===== src/include/rv32_opcodes.svh =====
`ifndef RV32_OPCODES_SVH
`define RV32_OPCODES_SVH

// major opcodes of the supported subset.
`define OP_LUI    7'b0110111
`define OP_IMM    7'b0010011
`define OP_REG    7'b0110011
`define OP_LOAD   7'b0000011
`define OP_STORE  7'b0100011
`define OP_BRANCH 7'b1100011
`define OP_JAL    7'b1101111

// funct3 values.
`define F3_ADD 3'b000
`define F3_XOR 3'b100
`define F3_OR  3'b110
`define F3_AND 3'b111
`define F3_BEQ 3'b000
`define F3_BNE 3'b001
`define F3_LW  3'b010
`define F3_SW  3'b010

// funct7 values for the register ops.
`define F7_BASE 7'b0000000
`define F7_SUB  7'b0100000

`endif


===== src/hdl/rv32_pkg.sv =====
package rv32_pkg;

    localparam int xlen = 32;

    // unified memory, word addressed.
    localparam int mem_words = 1024;
    localparam int mem_addr_bits = $clog2(mem_words);

    localparam logic [xlen-1:0] reset_pc = '0;
    localparam logic [xlen-1:0] nop_instr = 32'h0000_0013; // addi x0, x0, 0.

    typedef logic [4:0] reg_addr_t;

    localparam reg_addr_t led_reg = 5'd31; // writes here drive the leds.

    typedef enum logic [2:0] {
        alu_add,
        alu_sub,
        alu_and,
        alu_or,
        alu_xor,
        alu_pass_b // lui.
    } alu_op_e;

    typedef enum logic [1:0] {
        br_none,
        br_eq,
        br_ne,
        br_jump
    } branch_op_e;

endpackage


===== src/hdl/rv32_mem.sv =====
`timescale 1ns/1ps

module rv32_mem import rv32_pkg::*; (
    input  logic            clk,
    input  logic            rst,
    input  logic            stall,
    input  logic            flush,
    input  logic            ex_mem_read_en,
    input  logic            ex_mem_write_en,
    input  branch_op_e      ex_branch_op,
    input  reg_addr_t       ex_rd,
    input  logic            ex_rd_writeback,
    input  logic [xlen-1:0] ex_result,
    input  logic [xlen-1:0] ex_rs2_value,
    input  logic [xlen-1:0] ex_branch_pc,
    input  logic            ex_zero,
    input  logic [xlen-1:0] d_rdata,
    output logic            d_req,
    output logic            d_we,
    output logic [xlen-1:0] d_addr,
    output logic [xlen-1:0] d_wdata,
    output logic            branch_taken,
    output logic [xlen-1:0] branch_pc,
    output reg_addr_t       rd,
    output logic            rd_writeback,
    output logic [xlen-1:0] rd_value
);
    // word accesses only, the data port is served in this cycle.
    assign d_req     = ex_mem_read_en | ex_mem_write_en;
    assign d_we      = ex_mem_write_en;
    assign d_addr    = ex_result;
    assign d_wdata   = ex_rs2_value;
    assign branch_pc = ex_branch_pc;

    always_comb begin
        case (ex_branch_op)
            br_eq:   branch_taken = ex_zero;
            br_ne:   branch_taken = !ex_zero;
            br_jump: branch_taken = 1'b1;
            default: branch_taken = 1'b0;
        endcase
    end

    always_ff @(posedge clk) begin
        if (rst || flush)
            rd_writeback <= 1'b0;
        else if (!stall)
            rd_writeback <= ex_rd_writeback;
    end

    always_ff @(posedge clk) begin
        if (!stall) begin
            rd       <= ex_rd;
            rd_value <= ex_mem_read_en ? d_rdata : ex_result;
        end
    end

endmodule


===== config.mk =====
export PLATFORM = sky130hd
export DESIGN_NAME = rv32_mem
export DESIGN_NICKNAME = d
export VERILOG_FILES = /design/src/include/rv32_opcodes.svh /design/src/hdl/rv32_pkg.sv /design/src/hdl/rv32_mem.sv
export SDC_FILE = /design/constraint.sdc
export NUM_CORES = 1
export LEC_CHECK = 0
export BUFFER_PORTS_ARGS = -buffer_cell sky130_fd_sc_hd__buf_2
export CAP_MARGIN = 20
export CORE_AREA = 2 2 109 111
export CTS_CLUSTER_DIAMETER = 80
export CTS_CLUSTER_SIZE = 40
export DETAILED_ROUTE_END_ITERATION = 10
export DIE_AREA = 0 0 111 113
export PLACE_DENSITY = 0.57
export SLEW_MARGIN = 20
export SYNTH_ARGS = -nofsm -noshare
export SYNTH_HDL_FRONTEND = slang
export SYNTH_SLANG_ARGS = --single-unit

===== constraint.sdc =====
create_clock -name clk -period 3.6 [get_ports clk]
set_input_delay 0.18 -clock clk [delete_from_list [all_inputs] [get_ports clk]]
set_output_delay 0.18 -clock clk [all_outputs]
set_load 0.05 [all_outputs]

* After elaboration in Yosys (flattened, before gate mapping)
Cells that the tools add are included.
Storage, ports and cells: register bits 38, input bits 143, output and inout bits 137, word-level logic and storage cells 11
Cells by class: equality and inequality tests 3, multiplexer cells 2, bitwise logic cells 1, reductions and logical operators 2
Operators by type and width (count):
- $mux W32 | 1
- $eq A2 B2 Y1 const B | 2
- $pmux W1 S3 | 1
- $eq A2 B1 Y1 const B | 1
- $logic_not A1 Y1 | 1
- $logic_or A1 B1 Y1 | 1
- $or A1 B1 Y1 | 1

* Longest topological paths before layout
Gate-level depths: netlist of the first run.
depth in word-level cells 2, mapped depth 3, mapped depth without buffers 2

* Worst setup path before layout of the first run
Ideal clock, no wire load.
path kind input port to flip-flop, start input port stall, end register rd[0] (enable), setup time 0.391 ns, arrival time 0.904 ns, data required time 3.209 ns, slack 2.305 ns, cell stages on the path 1, path buffers 0, cell sequence inv_1
RTL lines:
- start, declared | line rv32_mem.sv:6 | input logic stall,
- end signal, assigned | line rv32_mem.sv:53 | rd <= ex_rd;
- end, declared | line rv32_mem.sv:24 | output reg_addr_t rd,
No word-level cell between the ends.

* Final worst setup path of the first run
start input port ex_mem_read_en, end output port d_req
Between the ends: cells in the longest elaborated chain, start to end 1
RTL lines:
- start, declared | line rv32_mem.sv:8 | input logic ex_mem_read_en,
- $or A1 B1 Y1 | line rv32_mem.sv:29 | assign d_req = ex_mem_read_en | ex_mem_write_en;
- end, declared | line rv32_mem.sv:18 | output logic d_req,
Every way passes these cells.

==> impl_metrics.toml, run 1 <==
[status]
outcome = "finished, final reports clean"

[die]
core_area_um2 = 11300
ioPinCount = 280
die_area_um2 = 12500
fp-row-count = 39
initial_core_util_pct = 21.6
fp.dieW_um = 111
die_h_um = 113

[timing]
drv_slew = 0
fmax_mhz = 614
rsz0062_at_grt = "no"
hold_viol = 0
fin_skew_ns = 0
fin_crit_ns = 1.63
setup_viol = 0
min_period_over_period_pct = 45.2
slew_headroom_pct = 30.6
final.setup.tns_ns = 0
worst_pin_slew_ns = 1.04

[grt]
grt_antenna_before_repair = 0
grt_max_degree = 38
grt_pass1_wl_um = 8920
grt.total_usage_pct = 9.62
grt-ovfl-total = 0
grt_pass1_vias = 1479

[synthesis]
avgSynthCellArea_um2 = 13.8
synth_mux_area_share_pct = 20.1
syn-cell-area_um2 = 2440
synth_top_family_by_area = "buffers and inverters"
yosys_warnings = 0
synthSimpleGateAreaFrac_pct = 0.462
ys_ff_latch = 38
synth_nets = 319
yosys.cell_types.count = 11
netlist_instances = 176
synth_xor_area_share_pct = 0
synth-compound-area-share_pct = 0
synthAdderAreaFrac_pct = 0
ys_seq_area_share_pct = 46.4

[critical_path]
cp.required_ns = 3.42
cp_common_cell = "buf_2"
max_stage_delay_ns = 0.77
path_cells = "buf_2, or2_1, buf_2"
worstSetupPathType = "in2out"
worstPathMaxFanout = 33
cp-end-kind = "output pin"
cp_slowest_cell = "buf_2"
critPathLaunchType = "input port"
crit_arrival_ns = 1.45

[pwr]
swShare_pct = 30.3
internal-power_mw = 1.04
p_leak_nw = 1.33
power_frac_comb_pct = 26.0
irDropWorstVdd_v = 0.000194
power_density_nw_per_um2 = 538
p_switching_mw = 0.450
clkPwrFrac_pct = 37.7
seq_power_share_pct = 36.3

[clock_tree]
cts_root_buf = "clkbuf_16"
cts_setup_buffers = 0
clkTransAtPathRegs_ns = 0.06
cts_buffer_depth = 2
numCtsBuffers = 5
cts_resized = 0
cts.sinks = 38
hold_buffers = 0
cts_tree = "yes"
clock_latency_ns = 0.28
cts_max_level = 2

[final_layout]
fillers = 1187
diodes = 0
finalInstanceArea_um2 = 2770
drive_above_1_share_pct = 81.7
synthToLayoutAreaGrowth_pct = 13.6
fin_nets = 377

[drt]
routed_wl_um = 6470
drtIter0Drc = 74
vias = 1411
via_per_inst = 3.73
final_antenna_net_count = 0
avgRoutedWirePerCell_um = 17.1
drc = 0
first_pass_iters = 3

[place]
io_buffer_count = 151
finalWeightedCongestion = 0.754
post_dp_cell_area_um2 = 2580

[hold_path]
worst_hold_path_type = "in2reg"

[flow_run]
cap_violations = 0
[critical path, delay by kind of cell]
kind | cells | cell delay [ns]
buffers and inverters | 2 | 1.03
AND/OR/NAND/NOR | 1 | 0.22
[Yosys cell counts (all sizes together)]
library cell	count	area, µm²
buf	101	800
edfxtp	37	1110
mux2	33	480
dfxtp	1	20.0
inv	1	3.75
mux2i	1	10.0
nor3	1	5.00
or2	1	6.26
[layout make-up]
type	instances	area [µm²]	share of cell area (%)
Sequential cell	38	1130	40.9
Timing Repair Buffer	152	763	27.6
Multi-Input combinational cell	36	502	18.1
Tap cell	143	179	6.46
Clock buffer	5	125	4.52
Clock inverter	3	63.8	2.31
Inverter	1	3.75	0.136
[registers in the layout, summed over array words and instances, names as in the netlist]
name	flops
rd_writeback	1
rd_value	32
rd	5
[cells in the final DEF (no fill, tap or decap), drive strengths merged]
master	synthesis	layout
mux2	33	33
clkinv	0	1
or2	1	1
bufinv	0	2
inv	1	1
nor3	1	1
buf	101	152
clkbuf	0	5
edfxtp	37	37
dfxtp	1	1
mux2i	1	1
[worst paths after layout]
kind | start | endpoint | slack, ns | depth (start not counted)
max | ex_mem_read_en | d_req | 1.97 | 3
min | rst | rd_writeback | 0.06 | 2
max reg2reg | rd_writeback | rd_writeback | 3.00 | 2
min reg2reg | rd_writeback | rd_writeback | 0.53 | 2
[per-layer routing]
| metal | part of all wire [%] | vias up | track usage, % |
|---|---|---|---|
| met5 | 0 | - | 0 |
| met4 | 5.3 | 0 | 6.83 |
| met3 | 15 | 33 | 5.68 |
| met2 | 51 | 133 | 17.5 |
| met1 | 28 | 632 | 7.62 |
| li1 | - | 613 | - |
[power by group through the flow]
stage / sequential (mW) / clock (mW) / combinational [mW]
floorplan: 0.689 / 0 / 0.365
global placement: 0.549 / 0 / 0.389
detailed placement: 0.550 / 0 / 0.391
CTS: 0.541 / 0.579 / 0.392
global route: 0.544 / 0.598 / 0.403
finish: 0.540 / 0.560 / 0.387
[per-stage QoR]
stage	worst slack (ns)	hold slack, ns	power, mW	std cells	utilization, %
4_1_cts	1.92	0.0579	1.51	378	24.6
3_5_place_dp	1.91	0.356	0.942	370	22.9
2_1_floorplan	2.30	0.257	1.05	176	-
5_1_grt	1.85	0.0566	1.54	378	24.6
6_report	1.97	0.0591	1.49	378	24.6
3_3_place_gp	1.94	0.347	0.938	370	22.9
[kinds of logic (layout without fill, tap and decap cells)]
group,count (synthesis),count (layout)
buf+inv,102,161
flops,38,38
mux,34,34
simple gates,2,2
(Power assumes the default switching activity.)
==> run 2: changes to the inputs <==
--- a/config.mk
+++ b/config.mk
@@ -12,7 +12,7 @@
 export CTS_CLUSTER_SIZE = 40
 export DETAILED_ROUTE_END_ITERATION = 10
 export DIE_AREA = 0 0 111 113
-export PLACE_DENSITY = 0.57
+export PLACE_DENSITY = 0.59
 export SLEW_MARGIN = 20
 export SYNTH_ARGS = -nofsm -noshare
 export SYNTH_HDL_FRONTEND = slang
==> constraint.sdc (replaced) <==
create_clock -name clk -period 1.3 [get_ports clk]
set_input_delay 0.065 -clock clk [delete_from_list [all_inputs] [get_ports clk]]
set_output_delay 0.065 -clock clk [all_outputs]
set_load 0.05 [all_outputs]
==> run 2 against run 1 <==
  * Sequential share of layout area fell by 1.0 points
  * Design area rose by 2.6%
  * Cell count rose by 2.4%
  * Critical path depth rose by 1
  * Largest cell class unchanged
==> impl_metrics.toml, run 2 (synthesized netlist as in run 1, its figures left out) <==
[critical_path]
r2r_setup_slack_ns = 0.14
path_cells = "dlygate4sd3_1, buf_2, nor3_1, dlygate4sd3_1"
path_buf_inv = 3
cp-end-kind = "register"
reg2reg_from = "rd_writeback"
worstPathMaxFanout = 1
ff2ff_path_depth = 3
cp_common_cell = "dlygate4sd3_1"
cp.required_ns = 1.51
worstSetupPathType = "in2reg"
cp_slowest_cell = "dlygate4sd3_1"
crit_arrival_ns = 1.43
max_stage_delay_ns = 0.57
critPathLaunchType = "input port"
r2r_end = "rd_writeback"
path_delay_family = "buffers and inverters"

[timing]
min_period_over_period_pct = 93.4
worst_pin_slew_ns = 0.271
slew_headroom_pct = 82.0
fin_crit_ns = 1.21
drv_slew = 0
final.setup.tns_ns = 0
setup_viol = 0
fmax_mhz = 824
fin_skew_ns = 0
hold_viol = 0
rsz0062_at_grt = "no"

[status]
outcome = "finished, final reports clean"

[grt]
grt_pass1_vias = 1466
grt-ovfl-total = 0
grt_max_degree = 35
grt_pass1_wl_um = 9730
grt_antenna_before_repair = 0
grt.total_usage_pct = 10.6

[final_layout]
mostFrequentLayoutCells = "buf_2, edfxtp_1, mux2_4"
top_register = "rd_value"
drive_above_1_share_pct = 79.1
largest_register_ffs = 32
fin_util_pct = 25.2
diodes = 0
top_regs = "rd_value x32, rd x5, rd_writeback x1"
fin_nets = 386
synthToLayoutAreaGrowth_pct = 16.5
final_common_cell = "buf_2"
layoutNonFillerInstCount = 387
finalInstanceArea_um2 = 2840
fillers = 1191
multi_input_area_um2 = 502
seq_area_um2 = 1130

[drt]
first_pass_iters = 4
routed_wl_um = 7030
avgRoutedWirePerCell_um = 18.2
vias = 1433
drc = 0
drtIter0Drc = 83
final_antenna_net_count = 0
via_per_inst = 3.70

[flow_run]
cap_violations = 0

[clock_tree]
cts.sinks = 38
cts_buffer_depth = 2
cts_max_level = 2
clkTransAtPathRegs_ns = 0.06
cts_setup_buffers = 0
cts_tree = "yes"
numCtsBuffers = 5
cts_root_buf = "clkbuf_16"
clock_latency_ns = 0.27
cts_resized = 0

[place]
post_dp_cell_area_um2 = 2630
post-place-cells = 372
dpl.hpwl_um = 6030
finalWeightedCongestion = 0.822
io_buffer_count = 151

[hold_path]
min_path_cells = 2
whs_endpoint = "rd_value[27]"
worst_hold_path_type = "in2reg"
hold_start = "d_rdata[27]"

[pwr]
irDropWorstVdd_v = 0.000511
total_power_mw = 3.74
power_density_nw_per_um2 = 1320
p_leak_nw = 1.36

[die]
initial_core_util_pct = 21.6
core_area_um2 = 11300
fp-row-count = 39
fp.dieW_um = 111
die_h_um = 113
die_area_um2 = 12500
ioPinCount = 280
[run 2: changes by cell type in the layout (fill, tap and decap cells not counted)]
cell,delta
dlygate4sd3_1,+7
buf_12,+3
bufinv_16,-2
buf_4,-1
clkbuf_1,+1
clkinv_2,+1
[run 2: per-stage QoR]
stage / setup slack (ns) / hold slack [ns]
6_report: 0.0861 / 0.0877
3_5_place_dp: 0.299 / 0.130
5_1_grt: 0.0371 / 0.0811
2_1_floorplan: 0.120 / 0.142
3_3_place_gp: 0.323 / 0.130
4_1_cts: 0.110 / 0.0786
[run 2: area by class of cell]
cell class,count,share of cell area [%]
inverters,1,0.132
clock buffers,6,4.54
repair buffers,161,31.2
well taps,143,6.30
multi-input cells,36,17.7
flip-flops and latches,38,39.8
clock inverters,2,0.309
[run 2: how the worst max path moves through the flow]
stage / endpoint / slack (ns) / depth (start not counted) / start
after floorplan: rd[0] / 0.12 / 1 / stall
after global placement: rd_value[20] / 0.32 / 3 / ex_mem_read_en
after detailed placement: rd_value[12] / 0.30 / 3 / ex_mem_read_en
after CTS: rd_writeback / 0.11 / 4 / rst
after global routing: rd_writeback / 0.04 / 4 / rst
final: rd_writeback / 0.09 / 4 / rst
[run 2: what timing repair did]
action                                  in CTS  in global routing
hold buffers                                 7                  0
hold endpoints to repair                     6                  0
endpoints found under the setup margin       0                  0
[run 2: where the power goes]
group	total (mW)	leakage (nW)	switching [mW]	internal [mW]
clock network	1.14	0.0683	0.440	0.701
logic	1.11	0.922	0.772	0.337
registers	1.49	0.370	0.0238	1.47
[run 2: routing by layer]
metal | routed length [µm] | global-route usage (%)
met5 | 0 | 0
met4 | 187 | 4.92
met3 | 1090 | 6.91
met2 | 3810 | 20.3
met1 | 1950 | 8.25
==> run 3: changes to the inputs <==
--- a/config.mk
+++ b/config.mk
@@ -7,12 +7,12 @@
 export LEC_CHECK = 0
 export BUFFER_PORTS_ARGS = -buffer_cell sky130_fd_sc_hd__buf_2
 export CAP_MARGIN = 20
-export CORE_AREA = 2 2 109 111
+export CORE_AREA = 2 2 108 110
 export CTS_CLUSTER_DIAMETER = 80
 export CTS_CLUSTER_SIZE = 40
 export DETAILED_ROUTE_END_ITERATION = 10
-export DIE_AREA = 0 0 111 113
-export PLACE_DENSITY = 0.59
+export DIE_AREA = 0 0 110 112
+export PLACE_DENSITY = 0.57
 export SLEW_MARGIN = 20
 export SYNTH_ARGS = -nofsm -noshare
 export SYNTH_HDL_FRONTEND = slang
==> constraint.sdc (replaced) <==
create_clock -name clk -period 1.2 [get_ports clk]
set_input_delay 0.06 -clock clk [delete_from_list [all_inputs] [get_ports clk]]
set_output_delay 0.06 -clock clk [all_outputs]
set_load 0.05 [all_outputs]
==> run 3 against run 2 <==
  * Cell count up 0.26%
  * Global-route usage down 0.22 points
  * Via count down 1.2%
  * Clock skew unchanged
  * Core utilization up 0.42 points
  * First-iteration DRC count down 41%
  * Sequential cell count unchanged
  * Setup slack better by 0.17 ns
  * Sequential power up 9%
  * Largest cell class unchanged
==> impl_metrics.toml, run 3 (synthesized netlist as in run 1, its figures left out) <==
[grt]
met1_usage_pct = 6.86
grt_pass1_vias = 1406
met3_usage_pct = 8.08
grt_util_met2_pct = 19.6
grt.total_usage_pct = 10.4
grt-ovfl-total = 0
grt_max_degree = 24
grt_pass1_wl_um = 9000
grt_antenna_before_repair = 0
busiest_layer = "met2"

[drt]
drtIter0Drc = 49
avgRoutedWirePerCell_um = 17.7
drc = 0
vias = 1416
first_pass_iters = 4
via_per_inst = 3.65
routed_wl_um = 6860
final_antenna_net_count = 0

[die]
fp-row-count = 39
fp.dieW_um = 110
die_area_um2 = 12300
core_area_um2 = 11200
initial_core_util_pct = 21.8
die_h_um = 112
ioPinCount = 280

[place]
post_dp_cell_area_um2 = 2630
io_buffer_count = 151
dpl.hpwl_um = 5980
finalWeightedCongestion = 0.678
place_ws_ns = 0.193

[clock_tree]
cts.sinks = 38
cts_root_buf = "clkbuf_16"
clock_latency_ns = 0.28
numCtsBuffers = 5
cts_max_level = 2
cts_resized = 0
cts_tree = "yes"
cts_setup_buffers = 0
clkTransAtPathRegs_ns = 0.05
cts_buffer_depth = 2

[pwr]
irDropWorstVdd_v = 0.000572
total_power_mw = 4.27
p_leak_nw = 1.37
power_density_nw_per_um2 = 1490

[timing]
setup_ws_ns = 0.255
worst_pin_slew_ns = 0.292
hold_viol = 0
rsz0062_at_grt = "no"
setup_viol = 0
fmax_mhz = 1060
final.setup.tns_ns = 0
fin_skew_ns = 0
slew_headroom_pct = 80.5
fin_crit_ns = 0.945
drv_slew = 0
min_period_over_period_pct = 78.7

[final_layout]
top_register = "rd_value"
mostFrequentLayoutCells = "buf_2, edfxtp_1, mux2_4"
final_common_cell = "buf_2"
diodes = 0
synthToLayoutAreaGrowth_pct = 17.5
fin_util_pct = 25.6
fin_nets = 387
top_regs = "rd_value x32, rd x5, rd_writeback x1"
fillers = 1168
finalInstanceArea_um2 = 2860
largest_register_ffs = 32
drive_above_1_share_pct = 80.0

[critical_path]
cp.required_ns = 1.14
worstSetupPathType = "reg2out"
reg2reg_from = "rd_writeback"
crit_start = "rd_value[28]"
path_delay_family = "flip-flops"
critPathLaunchType = "register"
cp_slowest_cell = "edfxtp_1"
path_cells = "buf_2"
crit_arrival_ns = 0.88
path_buf_inv = 1
worstPathMaxFanout = 1
cp-end-kind = "output pin"
max_stage_delay_ns = 0.33

[status]
outcome = "finished, final reports clean"

[flow_run]
cap_violations = 0

[hold_path]
worst_hold_path_type = "in2reg"
hold_start = "ex_rd_writeback"
-- run 3: cell types whose count changed in the layout (fill, tap and decap cells not counted), sizes merged --
cell / change
clkbuf: -1
bufinv: +1
buf: +1
-- run 3: what timing repair did --
item,4_1_cts,5_1_grt
hold buffers,7,1
setup endpoints to repair,0,1
endpoints found under the hold margin,6,1
-- run 3: layer usage --
metal	wire, µm	vias up	part of all wire, %
li1	-	637	-
met1	1700	605	25
met2	3610	151	53
met3	1330	23	19
met4	219	0	3.2
met5	0	-	0
-- run 3: worst paths after layout --
check	endpoint	slack, ns	depth (start not counted)
max	rd_value[28]	0.26	1
min	rd_writeback	0.07	3
max reg2reg	rd_writeback	0.60	2
min reg2reg	rd_writeback	0.54	2
-- run 3: layout make-up --
class	count	area [µm²]	share of cell area (%)
multi-input cells	36	502	17.5
clock buffers	5	125	4.37
flip-flops and latches	38	1130	39.5
repair buffers	162	881	30.8
clock inverters	3	40.0	1.40
inverters	1	3.75	0.131
well taps	143	179	6.25
-- run 3: where the power goes --
part	total [mW]	internal [mW]	switching [mW]
sequential	1.62	1.59	0.0276
clock	1.46	0.971	0.487
combinational	1.19	0.363	0.828
-- run 3: metrics by stage --
step,cells,hold WS [ns]
global placement,373,0.120
floorplan,176,0.137
global route,388,0.0698
detailed placement,373,0.120
CTS,388,0.0698
finish,388,0.0694
