<file path="config.mk">
export PLATFORM = sky130hd
export DESIGN_NAME = rv32_fetch
export DESIGN_NICKNAME = d
export VERILOG_FILES = /design/src/include/rv32_opcodes.svh /design/src/hdl/rv32_pkg.sv /design/src/hdl/rv32_fetch.sv
export SDC_FILE = /design/constraint.sdc
export NUM_CORES = 1
export LEC_CHECK = 0
export BUFFER_PORTS_ARGS = -buffer_cell sky130_fd_sc_hd__buf_2
export CORE_MARGIN = 10
export CORE_UTILIZATION = 31
export DETAILED_ROUTE_END_ITERATION = 10
export GPL_ROUTABILITY_DRIVEN = 0
export PLACE_DENSITY = 0.65
export SKIP_LAST_GASP = 1
export SLEW_MARGIN = 20
export SYNTH_ARGS = -nofsm -noshare
export SYNTH_HDL_FRONTEND = slang
export SYNTH_SLANG_ARGS = --single-unit
</file>
<file path="constraint.sdc">
create_clock -name clk -period 3.48 [get_ports clk]
set_input_delay 0.696 -clock clk [delete_from_list [all_inputs] [get_ports clk]]
set_output_delay 0.696 -clock clk [all_outputs]
set_load 0.01 [all_outputs]
</file>
<file path="src/include/rv32_opcodes.svh">
`ifndef RV32_OPCODES_SVH
`define RV32_OPCODES_SVH

// major opcodes of the supported subset.
`define OP_LUI    7'b0110111
`define OP_IMM    7'b0010011
`define OP_REG    7'b0110011
`define OP_LOAD   7'b0000011
`define OP_STORE  7'b0100011
`define OP_BRANCH 7'b1100011
`define OP_JAL    7'b1101111

// funct3 values.
`define F3_ADD 3'b000
`define F3_XOR 3'b100
`define F3_OR  3'b110
`define F3_AND 3'b111
`define F3_BEQ 3'b000
`define F3_BNE 3'b001
`define F3_LW  3'b010
`define F3_SW  3'b010

// funct7 values for the register ops.
`define F7_BASE 7'b0000000
`define F7_SUB  7'b0100000

`endif

</file>
<file path="src/hdl/rv32_pkg.sv">
package rv32_pkg;

    localparam int xlen = 32;

    // unified memory, word addressed.
    localparam int mem_words = 1024;
    localparam int mem_addr_bits = $clog2(mem_words);

    localparam logic [xlen-1:0] reset_pc = '0;
    localparam logic [xlen-1:0] nop_instr = 32'h0000_0013; // addi x0, x0, 0.

    typedef logic [4:0] reg_addr_t;

    localparam reg_addr_t led_reg = 5'd31; // writes here drive the leds.

    typedef enum logic [2:0] {
        alu_add,
        alu_sub,
        alu_and,
        alu_or,
        alu_xor,
        alu_pass_b // lui.
    } alu_op_e;

    typedef enum logic [1:0] {
        br_none,
        br_eq,
        br_ne,
        br_jump
    } branch_op_e;

endpackage

</file>
<file path="src/hdl/rv32_fetch.sv">
`timescale 1ns/1ps

module rv32_fetch import rv32_pkg::*; (
    input  logic            clk,
    input  logic            rst,
    input  logic            stall,
    input  logic            flush,
    input  logic            branch_taken,
    input  logic [xlen-1:0] branch_pc,
    input  logic            if_gnt,
    input  logic [xlen-1:0] if_rdata,
    output logic            if_req,
    output logic [xlen-1:0] if_addr,
    output logic [xlen-1:0] pc,
    output logic [xlen-1:0] instr
);
    logic [xlen-1:0] fetch_pc;
    logic            req_en;

    assign if_req  = req_en;
    assign if_addr = fetch_pc;

    always_ff @(posedge clk) begin
        if (rst) begin
            req_en   <= 1'b0;
            fetch_pc <= reset_pc;
        end else begin
            req_en <= 1'b1;
            if (branch_taken)
                fetch_pc <= branch_pc; // redirect beats everything.
            else if (if_gnt && !stall)
                fetch_pc <= fetch_pc + 32'd4;
        end
    end

    // fetch/decode register, a nop stands in for a bubble.
    always_ff @(posedge clk) begin
        if (rst || flush) begin
            instr <= nop_instr;
        end else if (!stall) begin
            pc    <= fetch_pc;
            instr <= if_gnt ? if_rdata : nop_instr;
        end
    end

endmodule

</file>
# After elaboration in Yosys (flattened, before gate mapping)
# Cells that the tools add are included.
# Widths: inputs -> output; s select.
[totals] input_bits=70 out_inout_bits=97 elab_cells=16 regBits=97
[op_classes] muxes=4 add_sub_neg=1 bitwise=2 n_reduce_logical=5
[ops] operator="$mux 32" n=3
[ops] operator="$add 32x3->32 const B" n=1
[ops] operator="$not 1->1" n=2
[ops] operator="$reduce_and 2->1" n=1
[ops] operator="$reduce_bool 2->1" n=1
[ops] operator="$logic_and 1x1->1" n=1
[ops] operator="$logic_not 1->1" n=1
[ops] operator="$logic_or 1x1->1" n=1
[ops] operator="$mux 1" n=1

# Depth between registers and ports, before layout
# Gate-level depths: netlist (run 1).
[depth] word_depth=4 mapped_depth=6

# Least setup slack after synthesis (run 1)
# OpenSTA, ideal clock, no wires.
[synth_path] path_type="input to register" from="input rst" to="register pc[0] (enable)" t_required_ns=3.059 path_slack_ns=0.392 arrival_time_ns=2.667 n_path_buf=2 cell_stages=4 cell_sequence="clkbuf_1 or2_1 clkbuf_1 nor2_1"
[synth_via] elab_chain_len=3
[synth_lines] item="start: declaration" line="rv32_fetch.sv:5" text="input logic rst,"
[synth_lines] item="$logic_or 1x1->1" line="rv32_fetch.sv:38" text="if (rst || flush) begin"
[synth_lines] item="$not 1->1 (no source line)"
[synth_lines] item="$reduce_and 2->1 (no source line)"
[synth_lines] item="end signal: assignment" line="rv32_fetch.sv:41" text="pc <= fetch_pc;"
[synth_lines] item="end: declaration" line="rv32_fetch.sv:14" text="output logic [xlen-1:0] pc,"
# No other way between the ends.
# A chain may end at the register's enable or synchronous reset.

# Worst setup path after layout (run 1)
[layout_path] from="register fetch_pc[5] (netlist: if_addr[5])" to="register fetch_pc[25] (netlist: if_addr[25])"
[layout_via] elab_chain_len=3
[layout_lines] item="start: declaration" line="rv32_fetch.sv:17" text="logic [xlen-1:0] fetch_pc;"
[layout_lines] item="start signal: assignment" line="rv32_fetch.sv:26" text="fetch_pc <= reset_pc;"
[layout_lines] item="start signal: assignment" line="rv32_fetch.sv:30" text="fetch_pc <= branch_pc;"
[layout_lines] item="start signal: assignment" line="rv32_fetch.sv:32" text="fetch_pc <= fetch_pc + 32'd4;"
[layout_lines] item="$add 32x3->32" line="rv32_fetch.sv:32"
[layout_lines] item="$mux 32" line="rv32_fetch.sv:31" text="else if (if_gnt && !stall)"
[layout_lines] item="$mux 32" line="rv32_fetch.sv:29" text="if (branch_taken)"
# No other way between the ends. The select of a mux whose other input is x is not followed.

==> reports/results.tsv, run 1 <==
metric	value	unit
timing.critical_path.to_type	flop	
syn_area_per_cell	10.6	µm²
cts_htree_levels	3	
track_usage	14.2	%
drt_drc_violations_left	0	
r2r_start	if_addr[5]	
dp_hpwl	9310	µm
n_antenna_cell	0	
ant_nets_after_route	0	
first_global_vias	3716	
largest_net_degree_at_the_start_of_global_routing	49	
synth-seq-cells	97	
total_power	2470	µW
route.vias.total	3547	
share_of_the_core_filled_with_cells	42.6	%
clk_latency	0.35	ns
share_of_async_settable_or_async_resettable_flops_after_synthesis	0	%
worst_ep_arrival_time	2.63	ns
worst-r2r-cell-count	4	
worst-slew-pin-transition	1.07	ns
area_of_all_placed_cells_without_fillers	0.00520	mm²
worst_hold_path.num_cells	0	
worst_path_cell_trace	nand4_2 -> or4b_4 -> or4_1 -> a311oi_1	
die-area	0.0175	mm²
synth_simple_gate_area_share	19.8	%
synth_top_flop_cell	sky130_fd_sc_hd__dfxtp_1	
non_filler_instance_count_after_layout	702	
initialDrtViolationCount	325	
clock-sinks	97	
run_status	completed	
irDropWorstVdd	0.240	mV
grt_first_pass_wirelength	20000	µm
static-leakage-power	0.00216	µW
cts_max_path_buffers	2	
ctsHoldBuffers	0	
drt-wirelength-per-cell	17.7	µm
gr-total-overflow	0	
syn2layout_area_growth	32.9	%
detail_route.vias_per_cell	5.05	
finalSetupTns	0	ns
maxcap_viol_count	0	
critical_path.startpoint	if_addr[5]	
totalWireLength	12400	µm
worst_setup_path_start_kind	flop	
critPathMaxStageDelay	0.68	ns
worst_hold_startpoint	if_addr[0]	
cp_top_family	simple AND/OR/NAND/NOR gates	
drv_slew	0	
cts_made_buffers	9	
die_h	132	µm
number_of_warnings_reported_in_the_yosys_synthesis_log	0	
clockRootBuffer	sky130_fd_sc_hd__clkbuf_16	
core.rowCount	40	
floorplan.die.width	132	µm
postCtsSetupBuffers	0	
share_of_the_synthesized_area_in_the_top_cell_type	33.2	%
synth.distinct_cells	47	
synth_compound_gate_area_share	15.3	%
clock-skew-final	0.00754	ns
initial_utilization	32.0	%
critPathRequiredTime	3.73	ns
synth_top_family_by_area	simple AND/OR/NAND/NOR gates	
timing.critical_path.depth	4	
post_synth_main_area_contributors	sky130_fd_sc_hd__dfxtp_1, sky130_fd_sc_hd__edfxtp_1, sky130_fd_sc_hd__a22oi_1	
synthCells	370	
holdCritPathClass	reg2reg	
placed_cells_incl_taps	686	
buf_inv_stages_crit_path	0	
path_class	reg2reg	
tritoncts_clock_tree	yes	
timing.final.crit_share	68.3	%
syn_nets	441	
synthXorXnorAreaFrac	2.46	%
time_the_final_worst_path_needs_with_i_o_delays_and_setup	2.38	ns
worst-path-max-fanout	14	
final-hold-violation-count	0	
power_density_over_the_cells	474	mW/mm²
grt_setup_unrepaired	no	
post_synth_instance_area	0.00391	mm²
antenna_found_initial	1	
port_buffers	166	
highest_clock_rate	0.421	GHz
clk_pin_slew_worst_paths	0.07	ns
synth.largest_area_cell	sky130_fd_sc_hd__dfxtp_1	
coreArea	0.0122	mm²
worst_slew_margin_rel	28.4	%
setup_viol	0	
io-pin-count	167	
synth_adder_area_share	0.320	%
detail_route.first_pass.iterations	5	
synth_seq_area_share	57.8	%
drive_above_1_share	36.1	%
crit_slowest_cell	sky130_fd_sc_hd__or4b_4	
final_net_count	600	
dpl-instance-area	0.00491	mm²
synth.area.mux_share	0.512	%
cts-resized-gates	0	
number_of_enable_flip_flop_cells_after_synthesis	32	
[kinds of logic after synthesis]
group / Yosys count
buf+inv: 37
compound gates: 78
fa+ha+maj: 1
flops: 97
mux: 2
simple gates: 144
xor+xnor: 11
[state kept, by name, indices dropped and copies added (netlist names)]
register / count
if_addr: 32
instr: 32
pc: 32
if_req: 1
[layout make-up]
type | count | area (µm²)
clock inverters | 6 | 60.1
well taps | 168 | 210
repair buffers | 172 | 876
fillers | 1224 | 7010
multi-input cells | 236 | 1510
flip-flops and latches | 97 | 2260
inverters | 13 | 48.8
clock buffers | 10 | 229
[power by group]
part           switching (µW)  internal, µW
clock network             415           553
logic                     132           100
registers                50.2          1220
total                     597          1870
[layout by cell type, fill, tap and decap left out, types with 12 or more instances in the layout]
cell / count
sky130_fd_sc_hd__a211oi_1: 15
sky130_fd_sc_hd__a22oi_1: 29
sky130_fd_sc_hd__and4_1: 13
sky130_fd_sc_hd__buf_2: 166
sky130_fd_sc_hd__dfxtp_1: 65
sky130_fd_sc_hd__edfxtp_1: 32
sky130_fd_sc_hd__inv_1: 12
sky130_fd_sc_hd__nand2_1: 19
sky130_fd_sc_hd__nand4_1: 12
sky130_fd_sc_hd__nor2_1: 54
[synthesized netlist by cell type, drive strengths merged (7+ instances only)]
| master | number |
|---|---|
| dfxtp | 65 |
| nand4 | 13 |
| xnor2 | 7 |
| a22oi | 29 |
| nor3 | 9 |
| nor2 | 55 |
| clkbuf | 21 |
| and4 | 13 |
| edfxtp | 32 |
| nand2 | 19 |
| nor4 | 8 |
| a211oi | 15 |
| inv | 13 |
| a2111oi | 7 |
[stage by stage]
step	hold slack (ns)	setup slack, ns
final	0.461	1.10
after detailed placement	0.446	0.962
after global placement	0.434	0.996
after floorplan	0.499	0.392
after global routing	0.477	0.916
after CTS	0.461	1.11
[per-layer routing]
layer | up-vias | wire length [µm] | GRT usage, %
met5 | - | 0 | 0
met4 | 0 | 136 | 4.83
met3 | 10 | 1480 | 8.46
met2 | 140 | 5690 | 22.3
met1 | 1678 | 5090 | 15.6
li1 | 1719 | - | -
[final timing paths]
| check | end | slack, ns |
|---|---|---|
| max | if_addr[25] | 1.10 |
| min | pc[0] | 0.46 |
| min reg2reg | pc[0] | 0.46 |
| max reg2reg | if_addr[25] | 1.10 |
No activity file was read; power rests on OpenSTA's default activity.
==> run 2: changes to the inputs <==
- clock period: 3.48 -> 2.4 ns (I/O delays scaled with it)
==> run 2 against run 1 <==
Net effect: worst hold slack got worse by 0.11 ns; flip-flop and latch count stayed put; clock skew shrank 0.00071 ns; largest power group unchanged.
==> reports/results.tsv, run 2 (same netlist as run 1, synthesis figures left out) <==
metric	value	unit	change
run_status	completed		
final-hold-violation-count	0		unchanged
highest_clock_rate	0.486	GHz	+15%
syn2layout_area_growth	35.1	%	
drv_slew	0		unchanged
layout_common_cells	sky130_fd_sc_hd__buf_2, sky130_fd_sc_hd__dfxtp_1, sky130_fd_sc_hd__nor2_1		
final_net_count	612		+2.0%
clockRootBuffer	sky130_fd_sc_hd__clkbuf_16		
cts_htree_levels	3		unchanged
initialDrtViolationCount	325		unchanged
setup_viol	0		unchanged
coreArea	0.0122	mm²	unchanged
critical_path.startpoint	if_addr[4]		
dp_hpwl	9580	µm	+2.9%
cts_max_path_buffers	2		unchanged
worst_hold_startpoint	if_rdata[1]		
totalWireLength	12700	µm	+2.5%
first_global_vias	3741		+0.67%
ant_nets_after_route	0		unchanged
grt_first_pass_wirelength	20300	µm	+1.3%
detail_route.vias_per_cell	5.07		+0.37%
tritoncts_clock_tree	yes		
timing.final.crit_share	85.7	%	+17 points
worst_setup_path_start_kind	flop		
largest_net_degree_at_the_start_of_global_routing	36		-27%
clk_latency	0.35	ns	about the same
worst_ep_arrival_time	2.31	ns	-0.32 ns
time_the_final_worst_path_needs_with_i_o_delays_and_setup	2.06	ns	-0.318 ns
buf_inv_stages_crit_path	0		unchanged
worst_slew_margin_rel	60.0	%	+32 points
critPathMaxStageDelay	0.58	ns	-0.10 ns
grt_setup_unrepaired	no		
total_power	3600	µW	+46%
maxcap_viol_count	0		unchanged
cts-resized-gates	0		unchanged
crit_slowest_cell	sky130_fd_sc_hd__or4b_4		
path_class	reg2reg		
r2r_start	if_addr[4]		
io-pin-count	167		unchanged
drt-wirelength-per-cell	17.8	µm	+0.82%
clock-sinks	97		unchanged
cp_top_family	simple AND/OR/NAND/NOR gates		
detail_route.first_pass.iterations	4		-1
cts_made_buffers	9		unchanged
core.rowCount	40		unchanged
clk_pin_slew_worst_paths	0.07	ns	about the same
track_usage	14.3	%	+0.11 points
power_density_over_the_cells	681	mW/mm²	+44%
timing.critical_path.to_type	flop		
port_buffers	166		unchanged
die-area	0.0175	mm²	unchanged
drive_above_1_share	37.4	%	+1.2 points
worst-slew-pin-transition	0.600	ns	-0.475 ns
ctsHoldBuffers	0		unchanged
initial_utilization	32.0	%	unchanged
irDropWorstVdd	0.369	mV	+54%
antenna_found_initial	1		unchanged
static-leakage-power	0.00223	µW	+2.9%
drt_drc_violations_left	0		unchanged
postCtsSetupBuffers	0		unchanged
n_antenna_cell	0		unchanged
finalSetupTns	0	ns	unchanged
die_h	132	µm	unchanged
holdCritPathClass	in2reg		
route.vias.total	3621		+2.1%
clock-skew-final	0.00683	ns	-0.000707 ns
layout.cells.most_common	sky130_fd_sc_hd__buf_2		
worst-path-max-fanout	8		-6
critPathRequiredTime	2.66	ns	-1.07 ns
worst_path_cell_trace	nand4_2 -> or4b_4 -> or4_1 -> a311oi_1		
floorplan.die.width	132	µm	unchanged
gr-total-overflow	0		unchanged
run 2: cell types whose count changed in the layout (fill, tap and decap cells not counted):
cell and change:
sky130_fd_sc_hd__buf_4 +12, sky130_fd_sc_hd__clkinvlp_4 -1, sky130_fd_sc_hd__clkinv_1 +2, sky130_fd_sc_hd__clkinv_4 -1, sky130_fd_sc_hd__clkbuf_1 -1, sky130_fd_sc_hd__inv_6 +1
run 2: through the flow:
stage / utilization [%] / instance area (µm²) / worst slack [ns] / cells / hold WS [ns]
2_1_floorplan: - / 3920 / 0.0562 / 370 / 0.499
3_3_place_gp: 41.0 / 5000 / 0.211 / 698 / 0.439
3_5_place_dp: 41.0 / 5000 / 0.180 / 698 / 0.452
4_1_cts: 43.3 / 5290 / 0.334 / 714 / 0.337
5_1_grt: 43.3 / 5290 / 0.235 / 714 / 0.352
6_report: 43.3 / 5290 / 0.342 / 714 / 0.352
run 2: report_power, final:
group	internal, µW	total (µW)	switching (µW)	leakage [µW]
Clock	797	1420	621	0.000142
Sequential	1760	1830	69.9	0.000839
Combinational	152	349	197	0.00124
run 2: path summary, 6_finish.rpt:
path	endpoint	slack, ns	depth (start not counted)
max	if_addr[25]	0.34	4
max reg2reg	if_addr[25]	0.34	4
min reg2reg	pc[1]	0.47	0
min	instr[1]	0.35	3
run 2: worst register-to-register path, stage by stage, from the launching register on:
cell and delay, ns:
sky130_fd_sc_hd__dfxtp_1 0.47, sky130_fd_sc_hd__nand4_2 0.15, sky130_fd_sc_hd__or4b_4 0.58, sky130_fd_sc_hd__or4_1 0.48, sky130_fd_sc_hd__a311oi_1 0.28
run 2: area by class of cell:
| cell class | count | area [µm²] |
|---|---|---|
| clock buffer | 9 | 225 |
| clock inverter | 7 | 60.1 |
| fill | 1223 | 6930 |
| inverter | 13 | 48.8 |
| multi-input combinational | 236 | 1510 |
| sequential | 97 | 2260 |
| tap | 168 | 210 |
| timing repair buffer | 184 | 966 |
run 2: layer usage:
layer / vias up / GRT usage, % / share of wire, %
li1: 1745 / - / -
met1: 1711 / 16.3 / 41
met2: 149 / 22.3 / 46
met3: 14 / 8.12 / 12
met4: 2 / 4.34 / 1.2
met5: - / 0 / 0.10
==> run 3: changes to the inputs <==
- CORE_UTILIZATION: 31 -> 35
- PLACE_DENSITY: 0.65 -> 0.71
- clock period: 2.4 -> 1.9 ns (I/O delays scaled with it)
==> run 3 against run 2 <==
Net effect: utilization is 5.6 points higher; setup slack worse by 0.26 ns; die area decreased by 9.7%; sequential power rose by 26%; global-route usage increased by 1.2 points; via count rose by 2.2%; clock power decreased by 12%; first-iteration DRC count decreased by 23%; clock-buffer cell count up 4; critical path type unchanged; highest routed layer unchanged.
==> reports/results.tsv, run 3 (same netlist as run 1, synthesis figures left out) <==
metric	value	unit	change
switching_power	1040	µW	+17%
track_usage	15.5	%	+1.2 points
path_class	reg2reg		
power_density_over_the_cells	759	mW/mm²	+11%
worst-slew-pin-transition	0.400	ns	-0.200 ns
total_power	4040	µW	+12%
floorplan.die.width	126	µm	-5.0%
critPathRequiredTime	2.15	ns	-0.51 ns
holdCritPathClass	in2reg		
multi_input_comb_area	0.00153	mm²	+1.2%
reg2reg_slack	0.09	ns	-0.26 ns
clk_latency	0.36	ns	about the same
clock-skew-final	0.00993	ns	+0.00310 ns
drive_above_1_share	40.7	%	+3.3 points
cp_top_family	buffers and inverters		
setup_viol	0		unchanged
crit_slowest_cell	sky130_fd_sc_hd__a2111oi_1		
clock-sinks	97		unchanged
core.rowCount	38		-5.0%
ant_nets_after_route	0		unchanged
layout_common_cells	sky130_fd_sc_hd__buf_2, sky130_fd_sc_hd__dfxtp_1, sky130_fd_sc_hd__nor2_1		
coreArea	0.0109	mm²	-11%
die-area	0.0158	mm²	-9.7%
grt_first_pass_wirelength	20300	µm	about the same
drv_slew	0		unchanged
final_net_count	631		+3.1%
r2r-end	if_addr[20]		
timing.final.crit_share	95.5	%	+9.8 points
worst_hold_path.endpoint	instr[4]		
worst_ep_arrival_time	2.07	ns	-0.24 ns
combinationalPowerShare	12.3	%	+2.6 points
clock_power_share	30.9	%	-8.5 points
initial_utilization	35.9	%	+3.9 points
non_filler_instance_count_after_layout	705		-1.3%
highest_clock_rate	0.551	GHz	+13%
worst_path_cell_trace	buf_4 -> ha_1 -> inv_2 -> nor4_4 -> buf_4 -> nand4_1 -> a2111oi_1		
totalWireLength	12700	µm	about the same
worst-r2r-cell-count	7		+3
largest_net_degree_at_the_start_of_global_routing	35		-2.8%
clockRootBuffer	sky130_fd_sc_hd__clkbuf_8		
drt-wirelength-per-cell	18.0	µm	+1.2%
drt_drc_violations_left	0		unchanged
buf_inv_stages_crit_path	3		+3
final-hold-violation-count	0		unchanged
ff_latch_area	0.00227	mm²	+0.28%
dp_hpwl	9580	µm	about the same
clk_pin_slew_worst_paths	0.09	ns	+0.02 ns
placed_cells_incl_taps	687		-1.6%
share_of_the_core_filled_with_cells	48.9	%	+5.6 points
antenna_found_initial	1		unchanged
share_seq_of_total_power	56.9	%	+6.0 points
worst_hold_startpoint	if_rdata[4]		
cts_made_buffers	9		unchanged
post_route_hold_slack	0.241	ns	-0.111 ns
static-leakage-power	0.00229	µW	+3.0%
worst_slew_margin_rel	73.3	%	+13 points
num-fill-cells	1031		-16%
port_buffers	166		unchanged
initialDrtViolationCount	251		-23%
io-pin-count	167		unchanged
irDropWorstVdd	0.391	mV	+6.1%
finalSetupTns	0	ns	unchanged
detail_route.vias_per_cell	5.25		+3.5%
worst_hold_path.num_cells	3		unchanged
maxcap_viol_count	0		unchanged
ctsHoldBuffers	0		unchanged
first_global_vias	3836		+2.5%
detail_route.first_pass.iterations	4		unchanged
cts_max_path_buffers	2		unchanged
critPathMaxStageDelay	0.35	ns	-0.23 ns
layout.cells.most_common	sky130_fd_sc_hd__buf_2		
syn2layout_area_growth	36.0	%	
route.vias.total	3699		+2.2%
power_report.internal_total	3000	µW	+11%
cts_htree_levels	3		unchanged
time_the_final_worst_path_needs_with_i_o_delays_and_setup	1.81	ns	-0.243 ns
cpMostUsedCell	sky130_fd_sc_hd__buf_4		
run_status	completed		
timing.critical_path.to_type	flop		
r2r_start	if_addr[2]		
gr-total-overflow	0		unchanged
worst-path-max-fanout	7		-1
die_h	126	µm	-5.0%
worst_setup_path_start_kind	flop		
tritoncts_clock_tree	yes		
switching_share	25.7	%	+1.1 points
n_antenna_cell	0		unchanged
run 3: layout make-up:
| cell class | count | area share [%] |
|---|---|---|
| clock buffer | 13 | 3.01 |
| timing repair buffer | 203 | 21.1 |
| clock inverter | 3 | 0.282 |
| multi-input combinational | 236 | 28.8 |
| tap | 140 | 3.29 |
| sequential | 97 | 42.6 |
| inverter | 13 | 0.917 |
run 3: power groups by stage:
stage | Combinational, µW | Sequential [µW] | Clock [µW]
finish | 496 | 2300 | 1250
global route | 547 | 2310 | 1370
CTS | 500 | 2290 | 1280
detailed placement | 498 | 2340 | 0
global placement | 487 | 2330 | 0
floorplan | 184 | 2380 | 0
run 3: worst max-delay path by stage:
stage               startpoint          end  slack (ns)  depth (start not counted)
global placement         stall  if_addr[25]       -0.07                          5
detailed placement       stall  if_addr[20]       -0.13                          7
CTS                 if_addr[2]  if_addr[19]        0.04                          4
global route        if_addr[9]  if_addr[24]       -0.02                          7
finish              if_addr[2]  if_addr[20]        0.09                          7
floorplan                stall  if_addr[25]       -0.07                          5
run 3: tightest hold or removal path: stages:
cell	delay (ns)
sky130_fd_sc_hd__buf_2	0.08
sky130_fd_sc_hd__o22ai_1	0.06
sky130_fd_sc_hd__nand2_1	0.06
run 3: layer usage:
layer / vias up / wire, µm / track usage, %
li1: 1769 / - / -
met1: 1750 / 5070 / 17.7
met2: 161 / 5940 / 24.7
met3: 17 / 1530 / 7.63
met4: 2 / 150 / 5.22
met5: - / 19 / 0
run 3: repair_timing:
action / 4_1_cts / 5_1_grt
endpoints found under the hold margin: 0 / 0
resized for setup: 0 / 11
endpoints found under the setup margin: 2 / 7
pin swaps: 1 / 4
buffers inserted: 0 / 2
run 3: stage by stage:
| stage | worst slack [ns] | cell area (µm²) |
|---|---|---|
| 4_1_cts | 0.0361 | 5280 |
| 5_1_grt | -0.0165 | 5320 |
| 6_report | 0.0850 | 5320 |
| 3_5_place_dp | -0.130 | 5110 |
| 3_3_place_gp | -0.0741 | 5110 |
| 2_1_floorplan | -0.0729 | 3930 |
